### config.mk
export PLATFORM = sky130hd
export DESIGN_NAME = smooth_top
export DESIGN_NICKNAME = d
export VERILOG_FILES = /design/src/ctrl_pkg.sv /design/src/filt_pkg.sv /design/src/avg_engine.sv /design/src/sample_window.sv /design/src/smooth_ctrl.sv /design/src/smooth_top.sv
export VERILOG_INCLUDE_DIRS = /design/src
export SDC_FILE = /design/constraint.sdc
export NUM_CORES = 1
export LEC_CHECK = 0
export BUFFER_PORTS_ARGS = -buffer_cell sky130_fd_sc_hd__buf_2
export CELL_PAD_IN_SITES_DETAIL_PLACEMENT = 2
export CELL_PAD_IN_SITES_GLOBAL_PLACEMENT = 2
export CORE_UTILIZATION = 24
export CTS_BUF_LIST = sky130_fd_sc_hd__clkbuf_2
export DETAILED_ROUTE_END_ITERATION = 6
export MAX_ROUTING_LAYER = met4
export PLACE_DENSITY = 0.59
export SYNTH_ARGS = -nofsm -noshare
export SYNTH_HDL_FRONTEND = slang
export SYNTH_SLANG_ARGS = --single-unit
### constraint.sdc
create_clock -name clk -period 17.65 [get_ports clk]
set_input_delay 0.8825 -clock clk [delete_from_list [all_inputs] [get_ports clk]]
set_output_delay 0.8825 -clock clk [all_outputs]
set_load 0.03 [all_outputs]
### src/filt_config.svh
// smoothing filter sizes
`ifndef FILT_CONFIG_SVH
`define FILT_CONFIG_SVH

// signed input and output sample width
`define SAMPLE_W 16

// taps held in the window, longest average
`define WIN_DEPTH 16

// room for sixteen full-scale samples
`define SUM_W 20

// fill counter, 0 to WIN_DEPTH inclusive
`define FILL_W 5

`endif

### src/ctrl_pkg.sv
// command port types
`include "filt_config.svh"

package ctrl_pkg;

	// opcode on the command port
	// code 3 is unused and behaves as a nop
	typedef enum logic [1:0] {
		CMD_NOP      = 2'd0,
		CMD_SET_MODE = 2'd1,
		CMD_CLEAR    = 2'd2
	} cmd_op_e;

	// raw mode code for set-mode, 4 to 7 all mean sixteen taps
	typedef logic [2:0] cmd_arg_t;

endpackage

### src/filt_pkg.sv
// filter datapath types
`include "filt_config.svh"

package filt_pkg;

	// one signed sample, also the averaged result
	typedef logic signed [`SAMPLE_W-1:0] sample_t;

	// accumulator for the selected taps
	typedef logic signed [`SUM_W-1:0] sum_t;

	// samples taken since the last flush, saturating
	typedef logic [`FILL_W-1:0] fill_t;

	// window length select
	// codes follow the command argument encoding
	typedef enum logic [2:0] {
		AVG2  = 3'd0,
		AVG3  = 3'd1,
		AVG4  = 3'd2,
		AVG8  = 3'd3,
		AVG16 = 3'd4
	} avg_mode_e;

endpackage

### src/avg_engine.sv
// moving average engine
`timescale 1ns/1ps
`include "filt_config.svh"

module avg_engine (
	input  logic                clk,
	input  logic                rst_n,
	input  logic                window_valid,
	input  filt_pkg::sample_t   taps [`WIN_DEPTH],
	input  filt_pkg::fill_t     fill,
	input  filt_pkg::avg_mode_e mode,
	output logic                out_valid,
	output filt_pkg::sample_t   avg_out,
	output logic                settled
);
	import filt_pkg::*;

	// number of newest taps that a mode adds up
	function automatic fill_t mode_len(input avg_mode_e m);
		case (m)
			AVG2:    mode_len = fill_t'(2);
			AVG3:    mode_len = fill_t'(3);
			AVG4:    mode_len = fill_t'(4);
			AVG8:    mode_len = fill_t'(8);
			default: mode_len = fill_t'(16);
		endcase
	endfunction

	// current window length
	fill_t     cur_len;

	// combinational sum of the selected taps
	sum_t      tap_sum;

	// stage one registers
	logic      s1_valid;
	sum_t      s1_sum;
	avg_mode_e s1_mode;
	logic      s1_full;

	// stage two scaled sum, before narrowing
	sum_t      scaled;

	assign cur_len = mode_len(mode);

	// add taps 0 .. len-1
	// sample_t to sum_t cast sign-extends
	always_comb begin
		tap_sum = '0;
		for (int i = 0; i < `WIN_DEPTH; i++) begin
			if (fill_t'(i) < cur_len) begin
				tap_sum = tap_sum + sum_t'(taps[i]);
			end
		end
	end

	// stage one valid
	always_ff @(posedge clk or negedge rst_n) begin
		if (!rst_n) begin
			s1_valid <= 1'b0;
		end else begin
			s1_valid <= window_valid;
		end
	end

	// sum travels with its own mode
	// a later mode change cannot rescale it
	always_ff @(posedge clk) begin
		if (window_valid) begin
			s1_sum  <= tap_sum;
			s1_mode <= mode;
			// enough real samples behind this result
			s1_full <= (fill >= cur_len);
		end
	end

	// scale by the carried mode
	// arithmetic shift floors, the divide truncates toward zero
	always_comb begin
		case (s1_mode)
			AVG2:    scaled = s1_sum >>> 1;
			AVG3:    scaled = s1_sum / sum_t'(3);
			AVG4:    scaled = s1_sum >>> 2;
			AVG8:    scaled = s1_sum >>> 3;
			default: scaled = s1_sum >>> 4;
		endcase
	end

	// output strobe and settled flag
	always_ff @(posedge clk or negedge rst_n) begin
		if (!rst_n) begin
			out_valid <= 1'b0;
			settled   <= 1'b0;
		end else begin
			out_valid <= s1_valid;
			if (s1_valid) begin
				settled <= s1_full;
			end
		end
	end

	// averaged value always fits a sample
	always_ff @(posedge clk) begin
		if (s1_valid) begin
			avg_out <= sample_t'(scaled);
		end
	end

endmodule

### src/sample_window.sv
// sample tap line
`timescale 1ns/1ps
`include "filt_config.svh"

module sample_window (
	input  logic              clk,
	input  logic              rst_n,
	input  logic              sample_valid,
	input  filt_pkg::sample_t sample,
	input  logic              flush,
	output filt_pkg::sample_t taps [`WIN_DEPTH],
	output filt_pkg::fill_t   fill,
	output logic              window_valid
);
	import filt_pkg::*;

	// fill stops counting once the whole window is loaded
	localparam fill_t FILL_MAX = fill_t'(`WIN_DEPTH);

	// tap 0 holds the newest sample
	// shift only on a strobe, flush wins over a same-edge sample
	always_ff @(posedge clk or negedge rst_n) begin
		if (!rst_n) begin
			for (int i = 0; i < `WIN_DEPTH; i++) begin
				taps[i] <= '0;
			end
		end else if (flush) begin
			// flushed taps read as zero in every average
			for (int i = 0; i < `WIN_DEPTH; i++) begin
				taps[i] <= '0;
			end
		end else if (sample_valid) begin
			taps[0] <= sample;
			for (int i = 1; i < `WIN_DEPTH; i++) begin
				taps[i] <= taps[i-1];
			end
		end
	end

	// samples since last flush
	always_ff @(posedge clk or negedge rst_n) begin
		if (!rst_n) begin
			fill <= '0;
		end else if (flush) begin
			fill <= '0;
		end else if (sample_valid && (fill != FILL_MAX)) begin
			fill <= fill + fill_t'(1);
		end
	end

	// one pulse per accepted shift
	// a sample dropped by flush gives no pulse
	always_ff @(posedge clk or negedge rst_n) begin
		if (!rst_n) begin
			window_valid <= 1'b0;
		end else begin
			window_valid <= sample_valid && !flush;
		end
	end

endmodule

### src/smooth_ctrl.sv
// smoothing command decoder
`timescale 1ns/1ps

module smooth_ctrl (
	input  logic                clk,
	input  logic                rst_n,
	input  logic                cmd_valid,
	input  ctrl_pkg::cmd_op_e   cmd_op,
	input  ctrl_pkg::cmd_arg_t  cmd_arg,
	output filt_pkg::avg_mode_e mode,
	output logic                flush
);
	import filt_pkg::*;
	import ctrl_pkg::*;

	// raw argument code to window mode
	// codes 4 and up all pick sixteen taps
	function automatic avg_mode_e arg_to_mode(input cmd_arg_t arg);
		case (arg)
			3'd0:    arg_to_mode = AVG2;
			3'd1:    arg_to_mode = AVG3;
			3'd2:    arg_to_mode = AVG4;
			3'd3:    arg_to_mode = AVG8;
			default: arg_to_mode = AVG16;
		endcase
	endfunction

	// mode register plus a one-cycle flush pulse
	always_ff @(posedge clk or negedge rst_n) begin
		if (!rst_n) begin
			mode  <= AVG2;
			flush <= 1'b0;
		end else begin
			// flush lasts one cycle unless re-armed
			flush <= 1'b0;
			if (cmd_valid) begin
				case (cmd_op)
					CMD_SET_MODE: begin
						// new length, so old history is dropped
						mode  <= arg_to_mode(cmd_arg);
						flush <= 1'b1;
					end
					CMD_CLEAR: begin
						// history only, mode kept
						flush <= 1'b1;
					end
					default: begin
						// nop and the spare code leave everything alone
						flush <= 1'b0;
					end
				endcase
			end
		end
	end

endmodule

### src/smooth_top.sv
// sample smoothing channel
`timescale 1ns/1ps
`include "filt_config.svh"

module smooth_top (
	input  logic                clk,
	input  logic                rst_n,
	// command port
	input  logic                cmd_valid,
	input  ctrl_pkg::cmd_op_e   cmd_op,
	input  ctrl_pkg::cmd_arg_t  cmd_arg,
	// sample port
	input  logic                sample_valid,
	input  filt_pkg::sample_t   sample,
	// status and result
	output filt_pkg::avg_mode_e mode,
	output logic                out_valid,
	output filt_pkg::sample_t   avg_out,
	output logic                settled
);
	import filt_pkg::*;

	// controller to tap line
	logic    flush;

	// tap line to engine
	sample_t taps [`WIN_DEPTH];
	fill_t   fill;
	logic    window_valid;

	// command decode, mode also goes out for readback
	smooth_ctrl u_ctrl (
		.clk       (clk),
		.rst_n     (rst_n),
		.cmd_valid (cmd_valid),
		.cmd_op    (cmd_op),
		.cmd_arg   (cmd_arg),
		.mode      (mode),
		.flush     (flush)
	);

	// history of the last sixteen samples
	sample_window u_window (
		.clk          (clk),
		.rst_n        (rst_n),
		.sample_valid (sample_valid),
		.sample       (sample),
		.flush        (flush),
		.taps         (taps),
		.fill         (fill),
		.window_valid (window_valid)
	);

	// two stage sum and scale
	// result two edges after the shift edge
	avg_engine u_engine (
		.clk          (clk),
		.rst_n        (rst_n),
		.window_valid (window_valid),
		.taps         (taps),
		.fill         (fill),
		.mode         (mode),
		.out_valid    (out_valid),
		.avg_out      (avg_out),
		.settled      (settled)
	);

endmodule

# After elaboration in Yosys (flattened, before gate mapping)
# Index checks and enable logic that the tools add are counted.
[totals]
ff_bits = 309
inputBits = 25
[classes]
addsub = 16
div = 1
n_lt_le_gt_ge = 17
eq_ne = 12
muxes = 25
n_reduce_logical = 10
[ops]
columns = ["cell", "n"]
rows = [
  ["2-to-1 mux 256 bit", 2],
  ["2-to-1 mux 20 bit", 16],
  ["adder 20 x 16 -> 20 bit", 15],
  ["one-hot mux 16 bit (4 select lines)", 1],
  ["less-than comparator 4 x 5 -> 1 bit (first input constant)", 8],
  ["divider 20 x 3 -> 20 bit (second input constant)", 1],
  ["less-than comparator 3 x 5 -> 1 bit (first input constant)", 4],
  ["one-hot mux 5 bit (4 select lines)", 1],
  ["== test 3 x 2 -> 1 bit (second input constant)", 6],
  ["one-hot mux 3 bit (4 select lines)", 1],
  ["less-than comparator 1 x 5 -> 1 bit (first input constant)", 2],
  ["less-than comparator 2 x 5 -> 1 bit (first input constant)", 2],
  ["2-to-1 mux 5 bit", 2],
  ["== test 3 x 1 -> 1 bit (second input constant)", 3],
  ["zero test 3 bit", 3],
  ["adder 5 x 1 -> 5 bit (second input constant)", 1],
  [">= comparator 5 bit", 1],
  ["inequality test 5 bit (second input constant)", 1],
  ["nonzero test 2 bit", 2],
  ["== test 2 x 1 -> 1 bit (second input constant)", 1],
  ["== test 2 bit (second input constant)", 1],
  ["logical AND 1 bit", 2],
  ["2-to-1 mux 1 bit", 2],
  ["AND reduction 2 bit", 1],
  ["other kinds (2)", 2],
]

# Longest topological paths before layout
# Gate-level depths: netlist of run 1.
[depth]
ltp_word = 34
ltp_mapped = 91
ltp_nobuf = 90

# Hierarchy
# A second synthesis of run 1 with hierarchy kept.
[hier_totals]
hier_cells = 3445
hier_area_um2 = 29649.7
[modules_own_cells]
columns = ["module", "instances", "cells_per_inst", "area_per_inst_um2", "seq_area_each_um2"]
rows = [
  ["avg_engine", 1, 2577, 18625.4, 1276.2],
  ["sample_window", 1, 855, 10837.9, 6556.3],
  ["smooth_ctrl", 1, 13, 186.4, 100.1],
]

# Worst setup path before layout of run 1
# OpenSTA, ideal clock, no wires.
[synth_timing]
kind = "flip-flop to flip-flop"
startpoint = "register u_window.taps[240] (netlist bit)"
endpoint = "register u_engine.s1_sum[19], data pin"
setup_ns = 0.258
arrival_time_ns = 14.780
required_time_ns = 17.392
slack_ns = 2.612
path_stages_with_launch = 83
path_cell_list = "dfrtp_1 > clkbuf_1 > ha_1 > fa_1 > clkbuf_1 > ha_1 > a21o_1 > a21oi_1 > xnor2_1 > nand2_1 > o21ai_0 > inv_1 > ha_1 > o21ai_0 > a21boi_0 > o21ai_0 > a21boi_0 > o21ai_0 > [... 47 more ...] > nor4_1 > nor3_1 > xor2_1 > a21o_1 > ha_1 > xor2_1 > a21o_1 > ha_1 > a21oi_1 > xnor2_1 > a21o_1 > ha_1 > nand2_1 > o41ai_1 > xnor2_1 > nand2_1 > xnor3_1 > xor2_1"
[synth_between]
elab_chain_cells = 31
[synth_rtl]
columns = ["item", "line_no", "source"]
rows = [
  ["from (decl)", "sample_window.sv:11", "output filt_pkg::sample_t taps [`WIN_DEPTH],"],
  ["from (signal, indexed assignment)", "sample_window.sv:35", "taps[i] <= taps[i-1];"],
  ["2-to-1 mux 20 bit *", "avg_engine.sv:51", "if (fill_t'(i) < cur_len) begin"],
  ["adder 20 x 16 -> 20 bit", "avg_engine.sv:52", "tap_sum = tap_sum + sum_t'(taps[i]);"],
  ["2-to-1 mux 20 bit *", "avg_engine.sv:51", ""],
  ["adder 20 x 16 -> 20 bit", "avg_engine.sv:52", ""],
  ["2-to-1 mux 20 bit *", "avg_engine.sv:51", ""],
  ["adder 20 x 16 -> 20 bit", "avg_engine.sv:52", ""],
  ["2-to-1 mux 20 bit *", "avg_engine.sv:51", ""],
  ["adder 20 x 16 -> 20 bit", "avg_engine.sv:52", ""],
  ["[... 16 more ...]", "--", ""],
  ["2-to-1 mux 20 bit *", "avg_engine.sv:51", ""],
  ["adder 20 x 16 -> 20 bit", "avg_engine.sv:52", ""],
  ["2-to-1 mux 20 bit *", "avg_engine.sv:51", ""],
  ["adder 20 x 16 -> 20 bit", "avg_engine.sv:52", ""],
  ["2-to-1 mux 20 bit *", "avg_engine.sv:51", ""],
  ["adder 20 x 16 -> 20 bit", "avg_engine.sv:52", ""],
  ["2-to-1 mux 20 bit *", "avg_engine.sv:51", ""],
  ["via u_engine.tap_sum[19]", "avg_engine.sv:33", "sum_t tap_sum;"],
  ["to (signal assigned)", "avg_engine.sv:70", "s1_sum <= tap_sum;"],
  ["to (decl)", "avg_engine.sv:37", "sum_t s1_sum;"],
]
# Mark *: on every way through the listed nets, which the timed path passes. The rest lies on a longest branch.
# A chain may end at the register's enable or synchronous reset.

# Worst setup path after layout of run 1
[layout_timing]
startpoint = "register u_window.taps[224] (netlist bit)"
endpoint = "register u_engine.s1_sum[19], data pin"
[layout_between]
elab_chain_cells = 30
[layout_rtl]
columns = ["item", "line_no"]
rows = [
  ["adder 20 x 16 -> 20 bit *", "avg_engine.sv:52"],
  ["2-to-1 mux 20 bit *", "avg_engine.sv:51"],
  ["adder 20 x 16 -> 20 bit", "avg_engine.sv:52"],
  ["2-to-1 mux 20 bit *", "avg_engine.sv:51"],
  ["adder 20 x 16 -> 20 bit", "avg_engine.sv:52"],
  ["2-to-1 mux 20 bit *", "avg_engine.sv:51"],
  ["adder 20 x 16 -> 20 bit", "avg_engine.sv:52"],
  ["2-to-1 mux 20 bit *", "avg_engine.sv:51"],
  ["[... 15 more ...]", "--"],
  ["2-to-1 mux 20 bit *", "avg_engine.sv:51"],
  ["adder 20 x 16 -> 20 bit", "avg_engine.sv:52"],
  ["2-to-1 mux 20 bit *", "avg_engine.sv:51"],
  ["adder 20 x 16 -> 20 bit", "avg_engine.sv:52"],
  ["2-to-1 mux 20 bit *", "avg_engine.sv:51"],
  ["adder 20 x 16 -> 20 bit", "avg_engine.sv:52"],
  ["2-to-1 mux 20 bit *", "avg_engine.sv:51"],
  ["via u_engine.tap_sum[19]", "avg_engine.sv:33"],
]
# Marks and branches as above.

==> impl_metrics.py, run 1 <==
metrics = {
    "layout": {
        "stdcell_area_mm2": 0.0326,
        "syn2layout_area_growth_pct": 11.9,
        "drive_above_1_share": 0.0953,
        "utilization": 0.271,
        "finalNetCount": 3838,
    },
    "run_status": {
        "status": "complete, no violations",
    },
    "grt": {
        "grt_usage": 0.157,
        "grt_overflow": 0,
        "grt_pass1_wl_um": 151000,
        "grt_max_degree": 121,
        "antenna_found_initial": 5,
        "grt_pass1_vias": 27594,
    },
    "drt": {
        "dr.pass1.iters": 4,
        "vias": 25274,
        "drc_errors": 0,
        "detail-route-antenna-nets": 0,
        "drtIter0Drc": 710,
        "vias_per_cell": 4.85,
        "wl_per_cell_um": 17.9,
        "wl_um": 93200,
    },
    "synthesis": {
        "syn_area_mm2": 0.0291,
        "avgSynthCellArea_um2": 8.44,
        "synth-main-ff-cell": "dfrtp_1",
        "syn_inst": 3449,
        "syn_nets": 3782,
        "ys_warn_count": 0,
        "yosys.cell_types.count": 95,
        "ys_ff_latch": 309,
        "ys_seq_area_frac": 0.272,
        "async_reset_ff_frac": 0.871,
        "synth_edf_count": 40,
    },
    "setup_path": {
        "worst_r2r_startpoint": "u_window.taps[224]",
        "cp_max_fo": 8,
        "path_class": "flip-flop to flip-flop",
        "crit_top_cell": "ha_1",
        "crit_end": "u_engine.s1_sum[19]",
        "reg2reg_to": "u_engine.s1_sum[19]",
        "end_kind": "flip-flop",
        "reg2reg_depth": 86,
        "start_kind": "flip-flop",
        "reg2reg_slack_ps": 1240,
        "startpoint": "u_window.taps[224]",
        "cp.arrival_ps": 17430,
        "cp.required_ps": 18670,
        "cp_slowest_cell": "fa_1",
        "slowest_delay_ps": 540,
    },
    "floorplan": {
        "die_w_um": 350,
        "io_pins": 46,
        "die-area_mm2": 0.123,
        "start_util": 0.242,
        "core.rowCount": 127,
        "core_mm2": 0.120,
        "die_y_um": 350,
    },
    "cts": {
        "tritoncts": "done",
        "cts_root_buf": "clkbuf_2",
        "h-tree-depth": 3,
        "cts_buffer_depth": 3,
        "clkSlewWorstSetupHoldPaths_ps": 100,
        "worstSkewPairLatency_ps": 1420,
        "clock-sinks": 309,
        "numCtsBuffers": 102,
    },
    "sta": {
        "fin_ws_ps": 1240,
        "worstMarginPinSlew_ps": 1120,
        "min_period_over_period": 0.930,
        "slew_viol_final": 0,
        "hold_viol_final": 0,
        "finalSetupViolCount": 0,
        "relSlewSlack": 0.254,
        "fmax_ghz": 0.0609,
        "layout_min_cycle_time_ps": 16410,
        "finalClockSkew_ps": 164,
    },
    "place": {
        "detailed_place_hpwl_um": 68400,
        "place_area_mm2": 0.0310,
        "gp_congestion": 0.780,
        "io_buffers": 45,
        "place_ws_ps": 183,
    },
    "power": {
        "irDropWorstVdd_uv": 87.2,
        "p_leak_nw": 16.6,
        "power_density_mw_per_mm2": 142,
    },
    "job": {
        "cap_violations": 0,
    },
    "worst_hold_path": {
        "hold_class": "input port to async pin",
    },
}
placed cells by master (no fill, tap or decap), types with 16 or more instances in the layout:
cell | netlist | final
or3_1 | 21 | 21
buf_4 | 2 | 42
buf_2 | 8 | 43
and2_1 | 28 | 28
nand3b_1 | 32 | 32
a21o_1 | 208 | 208
nor3_1 | 46 | 46
inv_1 | 268 | 268
dlygate4sd3_1 | 0 | 36
nand3_1 | 57 | 57
a211oi_1 | 16 | 16
nand2b_1 | 21 | 21
xor2_1 | 63 | 63
a21oi_2 | 0 | 16
nor2_1 | 410 | 409
clkinv_1 | 1 | 34
mux2_2 | 16 | 16
o21a_1 | 19 | 19
nor3b_1 | 20 | 19
edfxtp_1 | 40 | 40
xnor2_1 | 190 | 190
o21bai_1 | 40 | 40
o21ai_0 | 245 | 220
mux2i_1 | 269 | 269
o21ai_1 | 7 | 29
nand2_1 | 159 | 158
dfrtp_1 | 269 | 267
ha_1 | 293 | 293
nor2b_1 | 21 | 21
clkbuf_2 | 0 | 140
a21oi_1 | 253 | 236
area by class of cell:
type	count	area [um^2]
sequential	309	7940
fill	14019	87500
timing repair buffer	126	981
multi-input combinational	2697	19600
tap	1612	2020
antenna	7	17.5
clock inverter	47	282
clock buffer	140	701
inverter	269	1010
metrics by stage:
| step | instances | total power, W | hold slack [ps] | setup TNS, ps |
|---|---|---|---|---|
| after floorplan | 3449 | 0.00320 | 454 | 0 |
| after global routing | 5207 | 0.00509 | 78.9 | -96.1 |
| after CTS | 5193 | 0.00470 | 30.4 | 0 |
| after detailed placement | 4970 | 0.00397 | 497 | 0 |
| final | 5207 | 0.00464 | 202 | 0 |
| after global placement | 4970 | 0.00392 | 501 | 0 |
flip-flops by register name, indices dropped and copies added (netlist names):
signal and cells:
u_engine.s1_valid 1, u_window.fill 5, u_engine.s1_full 1, u_ctrl.mode 3, u_engine.s1_mode 3, u_engine.s1_sum 20, u_window.taps 256, u_window.window_valid 1
u_engine.avg_out 16, u_ctrl.flush 1, u_engine.out_valid 1, u_engine.settled 1
what timing repair did:
item,in CTS,in global routing
hold buffers,36,0
setup endpoints to repair,0,5
endpoints found under the hold margin,142,0
gates resized for setup,0,79
buffers inserted,0,7
where the power goes:
part | switching (W) | internal, W | leakage [nW] | total, W
registers | 0.0000867 | 0.000787 | 4.08 | 0.000874
logic | 0.00188 | 0.00123 | 11.8 | 0.00310
clock network | 0.000400 | 0.000264 | 0.712 | 0.000664
worst min path at each step:
stage | from | end
3_5_place_dp | u_engine.s1_full | u_engine.settled
4_1_cts | rst_n | u_window.taps[85]
3_3_place_gp | u_engine.s1_full | u_engine.settled
6_report | rst_n | u_window.taps[128]
5_1_grt | rst_n | u_window.taps[88]
2_1_floorplan | u_engine.s1_full | u_engine.settled
routing by layer:
layer	up-vias	part of all wire	GRT usage
met5	-	0	-
met4	0	0.021	0.0413
met1	12622	0.47	0.191
li1	12334	-	-
met2	195	0.49	0.268
met3	123	0.024	0.0251
cells in the mapped netlist, types with 19 or more instances:
master	count	area, um^2
o21bai_1	40	300
dfrtp_1	269	6730
nor3b_1	20	150
nand2b_1	21	131
a21boi_0	30	225
a21oi_1	253	1270
xor2_1	63	552
nand2_1	159	597
and2_1	28	175
o21a_1	19	143
o21ai_0	245	1230
nor2b_1	21	131
a21o_1	208	1560
xnor2_1	190	1660
inv_1	268	1010
ha_1	293	3670
nor3_1	46	230
nand3b_1	32	240
nand3_1	57	285
edfxtp_1	40	1200
or3_1	21	131
nor2_1	410	1540
buf_1	34	128
mux2i_1	269	2690
clkbuf_1	125	469
cell families after synthesis:
logic type / count (synthesis) / share of synthesized area
xor+xnor: 257 / 0.0790
fa+ha+maj: 309 / 0.137
mux: 286 / 0.0991
flops: 309 / 0.272
simple gates: 885 / 0.143
compound gates: 960 / 0.211
buf+inv: 443 / 0.0590
critical path, delay by kind of cell, from the launching register on:
kind / cells / cell delay, ps
simple gates: 15 / 2640
compound gates: 36 / 5340
flops: 1 / 400
buf+inv: 11 / 1010
fa+ha+maj: 16 / 5530
xor+xnor: 8 / 1100
(Power assumes the default switching activity.)
==> run 2, diff against run 1 <==
Settings changed: CORE_UTILIZATION 24 to 40, PLACE_DENSITY 0.59 to 0.87.
==> run 2 against run 1 <==
  * The run now fails in global routing (5_1_grt)
  * Synthesized area did not move
  * Synthesized cell count did not move
==> impl_metrics.py, run 2 <==
metrics = {
    "cts": {
        "numCtsBuffers": 95,
        "cts_root_buf": "clkbuf_2",
        "clock-sinks": 309,
        "cts_buffer_depth": 3,
        "h-tree-depth": 3,
    },
    "floorplan": {
        "io_pins": 46,
        "die_w_um": 272,
        "start_util": 0.406,
        "core.rowCount": 98,
        "die_y_um": 272,
    },
    "sta": {
        "grt_repair_worst_endpoint": "u_engine.s1_sum[19]$_DFFE_PP_/D",
        "endpoint_type": "register data pin",
    },
    "synthesis": {
        "synth_edf_count": 40,
        "synth_top_area_cell": "dfrtp_1",
        "yosys.cell_types.count": 95,
        "synth.most_common_cell": "nor2_1",
        "yosysTopAreaCellShare": 0.231,
        "synth_top_cells_by_area": "dfrtp_1 23%, ha_1 13%, mux2i_1 9.2%, xnor2_1 5.7%, a21o_1 5.4%",
        "syn_nets": 3782,
        "netlist_top_cells_count": "410 x nor2_1, 293 x ha_1, 269 x dfrtp_1, 269 x mux2i_1, 268 x inv_1",
        "ys_ff_latch": 309,
        "syn_area_mm2": 0.0291,
        "avgSynthCellArea_um2": 8.44,
        "ys_seq_area_frac": 0.272,
        "synth-main-ff-cell": "dfrtp_1",
        "ys_warn_count": 0,
        "syn_inst": 3449,
        "async_reset_ff_frac": 0.871,
    },
    "run_status": {
        "tool.error": "[ERROR GRT-0232] Routing congestion too high. Check the congestion heatmap in the GUI.",
        "status": "stopped before the end",
        "stop_stage": "global routing (5_1_grt)",
    },
    "place": {
        "detailed_place_hpwl_um": 73000,
        "gp_congestion": 0.840,
        "io_buffers": 45,
        "place_area_mm2": 0.0301,
        "place_inst": 4303,
    },
    "grt": {
        "grt_overflow": 156,
        "grt_max_degree": 143,
        "grt_usage": 0.723,
        "antenna_found_initial": 49,
    },
}
## run 2: stage by stage
step | utilization | hold WS, ps | setup WS, ps
after CTS | 0.442 | 149 | 5.68
after floorplan | - | 454 | 2610
after detailed placement | 0.420 | 492 | -732
after global placement | 0.420 | 465 | 896
## run 2: kinds of logic after synthesis
family,synth area share
fa+ha+maj,0.137
mux,0.0991
xor+xnor,0.0790
compound gates,0.211
simple gates,0.143
buf+inv,0.0590
flops,0.272
## run 2: routing by layer
metal  overflow  track usage
met1          7        0.708
met2         69        0.872
met3         20        0.582
met4         60        0.675
met5          -            -
## run 2: what timing repair did
action | 4_1_cts
endpoints found under the setup margin | 8
pin swaps | 26
hold endpoints to repair | 106
hold buffers | 23
buffers inserted | 19
gates resized for setup | 125
==> run 3, diff against run 2 <==
Settings changed: CELL_PAD_IN_SITES_DETAIL_PLACEMENT 2 to not set, CELL_PAD_IN_SITES_GLOBAL_PLACEMENT 2 to not set, CORE_UTILIZATION 40 to 25, CTS_BUF_LIST sky130_fd_sc_hd__clkbuf_2 to not set, MAX_ROUTING_LAYER met4 to not set, PLACE_DENSITY 0.87 to not set, PLACE_DENSITY_LB_ADDON set to 0.15.
==> run 3 against run 2 <==
  * The flow now finishes without violations
==> impl_metrics.py, run 3 (synthesized netlist as in run 1, its figures left out) <==
metrics = {
    "run_status": {
        "status": "complete, no violations",
    },
    "drt": {
        "wl_um": 80600,
        "met1_length_um": 39300,
        "dr.pass1.iters": 5,
        "wl_per_cell_um": 16.3,
        "vias_per_cell": 4.73,
        "drtIter0Drc": 989,
        "met2WireLength_um": 37900,
        "detail-route-antenna-nets": 0,
        "drc_errors": 0,
        "top_layer": "met4",
        "dr_wl_met3_um": 1950,
        "vias": 23445,
    },
    "sta": {
        "layout_min_cycle_time_ps": 16320,
        "finalSetupViolCount": 0,
        "worstMarginPinSlew_ps": 1080,
        "finalClockSkew_ps": 22.8,
        "min_period_over_period": 0.925,
        "fmax_ghz": 0.0613,
        "relSlewSlack": 0.280,
        "hold_viol_final": 0,
        "slew_viol_final": 0,
    },
    "layout": {
        "final_cell_mix": "409 x nor2_1, 293 x ha_1, 269 x mux2i_1",
        "drive_above_1_share": 0.0758,
        "finalNetCount": 3745,
        "top_register": "u_window.taps",
        "top_regs": "u_window.taps (256), u_engine.s1_sum (20), u_engine.avg_out (16)",
        "stdcell_area_mm2": 0.0325,
        "mostFrequentLayoutCell": "nor2_1",
        "largest_reg_flops": 256,
        "layout.cells.non_filler": 4957,
        "nFillCells": 12324,
        "syn2layout_area_growth_pct": 11.7,
    },
    "floorplan": {
        "start_util": 0.253,
        "io_pins": 46,
        "core.rowCount": 124,
        "die-area_mm2": 0.118,
        "die_w_um": 343,
        "core_mm2": 0.115,
        "die_y_um": 343,
    },
    "power": {
        "clkPwrFrac": 0.190,
        "p_switching_w": 0.00222,
        "intPower_w": 0.00253,
        "power_frac_comb": 0.628,
        "power_density_mw_per_mm2": 146,
        "irDropWorstVdd_uv": 89.2,
        "seqPwrFrac": 0.183,
        "p_leak_nw": 16.4,
        "p_sw_frac": 0.467,
    },
    "cts": {
        "numCtsBuffers": 44,
        "cts_root_buf": "clkbuf_16",
        "worstSkewPairLatency_ps": 590,
        "cts_buffer_depth": 3,
        "h-tree-depth": 2,
        "tritoncts": "done",
        "holdBufCountCts": 0,
        "clock-sinks": 309,
        "clkSlewWorstSetupHoldPaths_ps": 50,
    },
    "setup_path": {
        "path_class": "flip-flop to flip-flop",
        "cp.required_ps": 17970,
        "slowest_delay_ps": 410,
        "reg2reg_to": "u_engine.s1_sum[19]",
        "end_kind": "flip-flop",
        "cp_slowest_cell": "fa_1",
        "worst_r2r_startpoint": "u_window.taps[224]",
        "reg2reg_depth": 87,
        "start_kind": "flip-flop",
        "reg2reg_slack_ps": 1330,
        "cp.arrival_ps": 16640,
        "crit_top_cell": "ha_1",
        "cp_max_fo": 8,
    },
    "place": {
        "detailed_place_hpwl_um": 59100,
        "place_area_mm2": 0.0309,
        "gp_congestion": 0.798,
        "place_inst": 4871,
        "io_buffers": 45,
    },
    "grt": {
        "grt_max_degree": 103,
        "grt_overflow": 0,
        "antenna_found_initial": 0,
        "grt_pass1_wl_um": 132000,
        "grt_pass1_vias": 24034,
        "grt_usage": 0.137,
    },
    "job": {
        "cap_violations": 0,
    },
    "worst_hold_path": {
        "hold_class": "input port to async pin",
    },
}
-- run 3: repair_timing --
item	CTS	global route
setup endpoints to repair	0	4
buffers inserted	0	7
gates resized for setup	0	75
-- run 3: worst max-delay path by stage --
stage / startpoint / endpoint
final: u_window.taps[224] / u_engine.s1_sum[19]
after global routing: u_window.taps[224] / u_engine.s1_sum[19]
after CTS: u_window.taps[224] / u_engine.s1_sum[19]
after detailed placement: u_window.taps[224] / u_engine.s1_sum[19]
after global placement: u_window.taps[224] / u_engine.s1_sum[19]
after floorplan: u_window.taps[240] / u_engine.s1_sum[19]
-- run 3: layout make-up --
type / instances / area, um^2 / area share
inverters: 269 / 1010 / 0.0311
clock inverters: 19 / 189 / 0.00581
flip-flops and latches: 309 / 7940 / 0.244
multi-input cells: 2697 / 19700 / 0.604
diodes: 1 / 2.50 / 0.0000770
well taps: 1512 / 1890 / 0.0582
repair buffers: 91 / 591 / 0.0182
clock buffers: 59 / 1240 / 0.0381
-- run 3: power groups by stage --
stage	clock (W)	sequential [W]	combinational, W
after floorplan	0	0.000849	0.00235
after global placement	0	0.000883	0.00296
after detailed placement	0	0.000883	0.00294
after CTS	0.000945	0.000870	0.00297
after global routing	0.000966	0.000879	0.00337
final	0.000902	0.000868	0.00299
-- run 3: metal layers --
layer / up-vias / GRT usage
met5: - / 0
met4: 0 / 0.0278
met3: 70 / 0.0171
met2: 187 / 0.236
met1: 11074 / 0.182
li1: 12114 / -
-- run 3: per-stage QoR --
step                      power [W]   util  hold WS (ps)  setup TNS [ps]  setup WS [ps]
after floorplan             0.00320      -           454               0           2610
after global placement      0.00384  0.268           472               0            378
after detailed placement    0.00382  0.268           466               0            280
after CTS                   0.00478  0.281           372               0            168
after global routing        0.00521  0.283           422           -13.4          -13.4
final                       0.00476  0.283           362               0           1330
-- run 3: worst max-delay path, delay by kind of cell (launching register included) --
family | cells | cell delay (ps)
compound gates | 37 | 5810
xor+xnor | 10 | 1620
fa+ha+maj | 16 | 5250
buf+inv | 10 | 810
flops | 1 | 390
simple gates | 14 | 2190
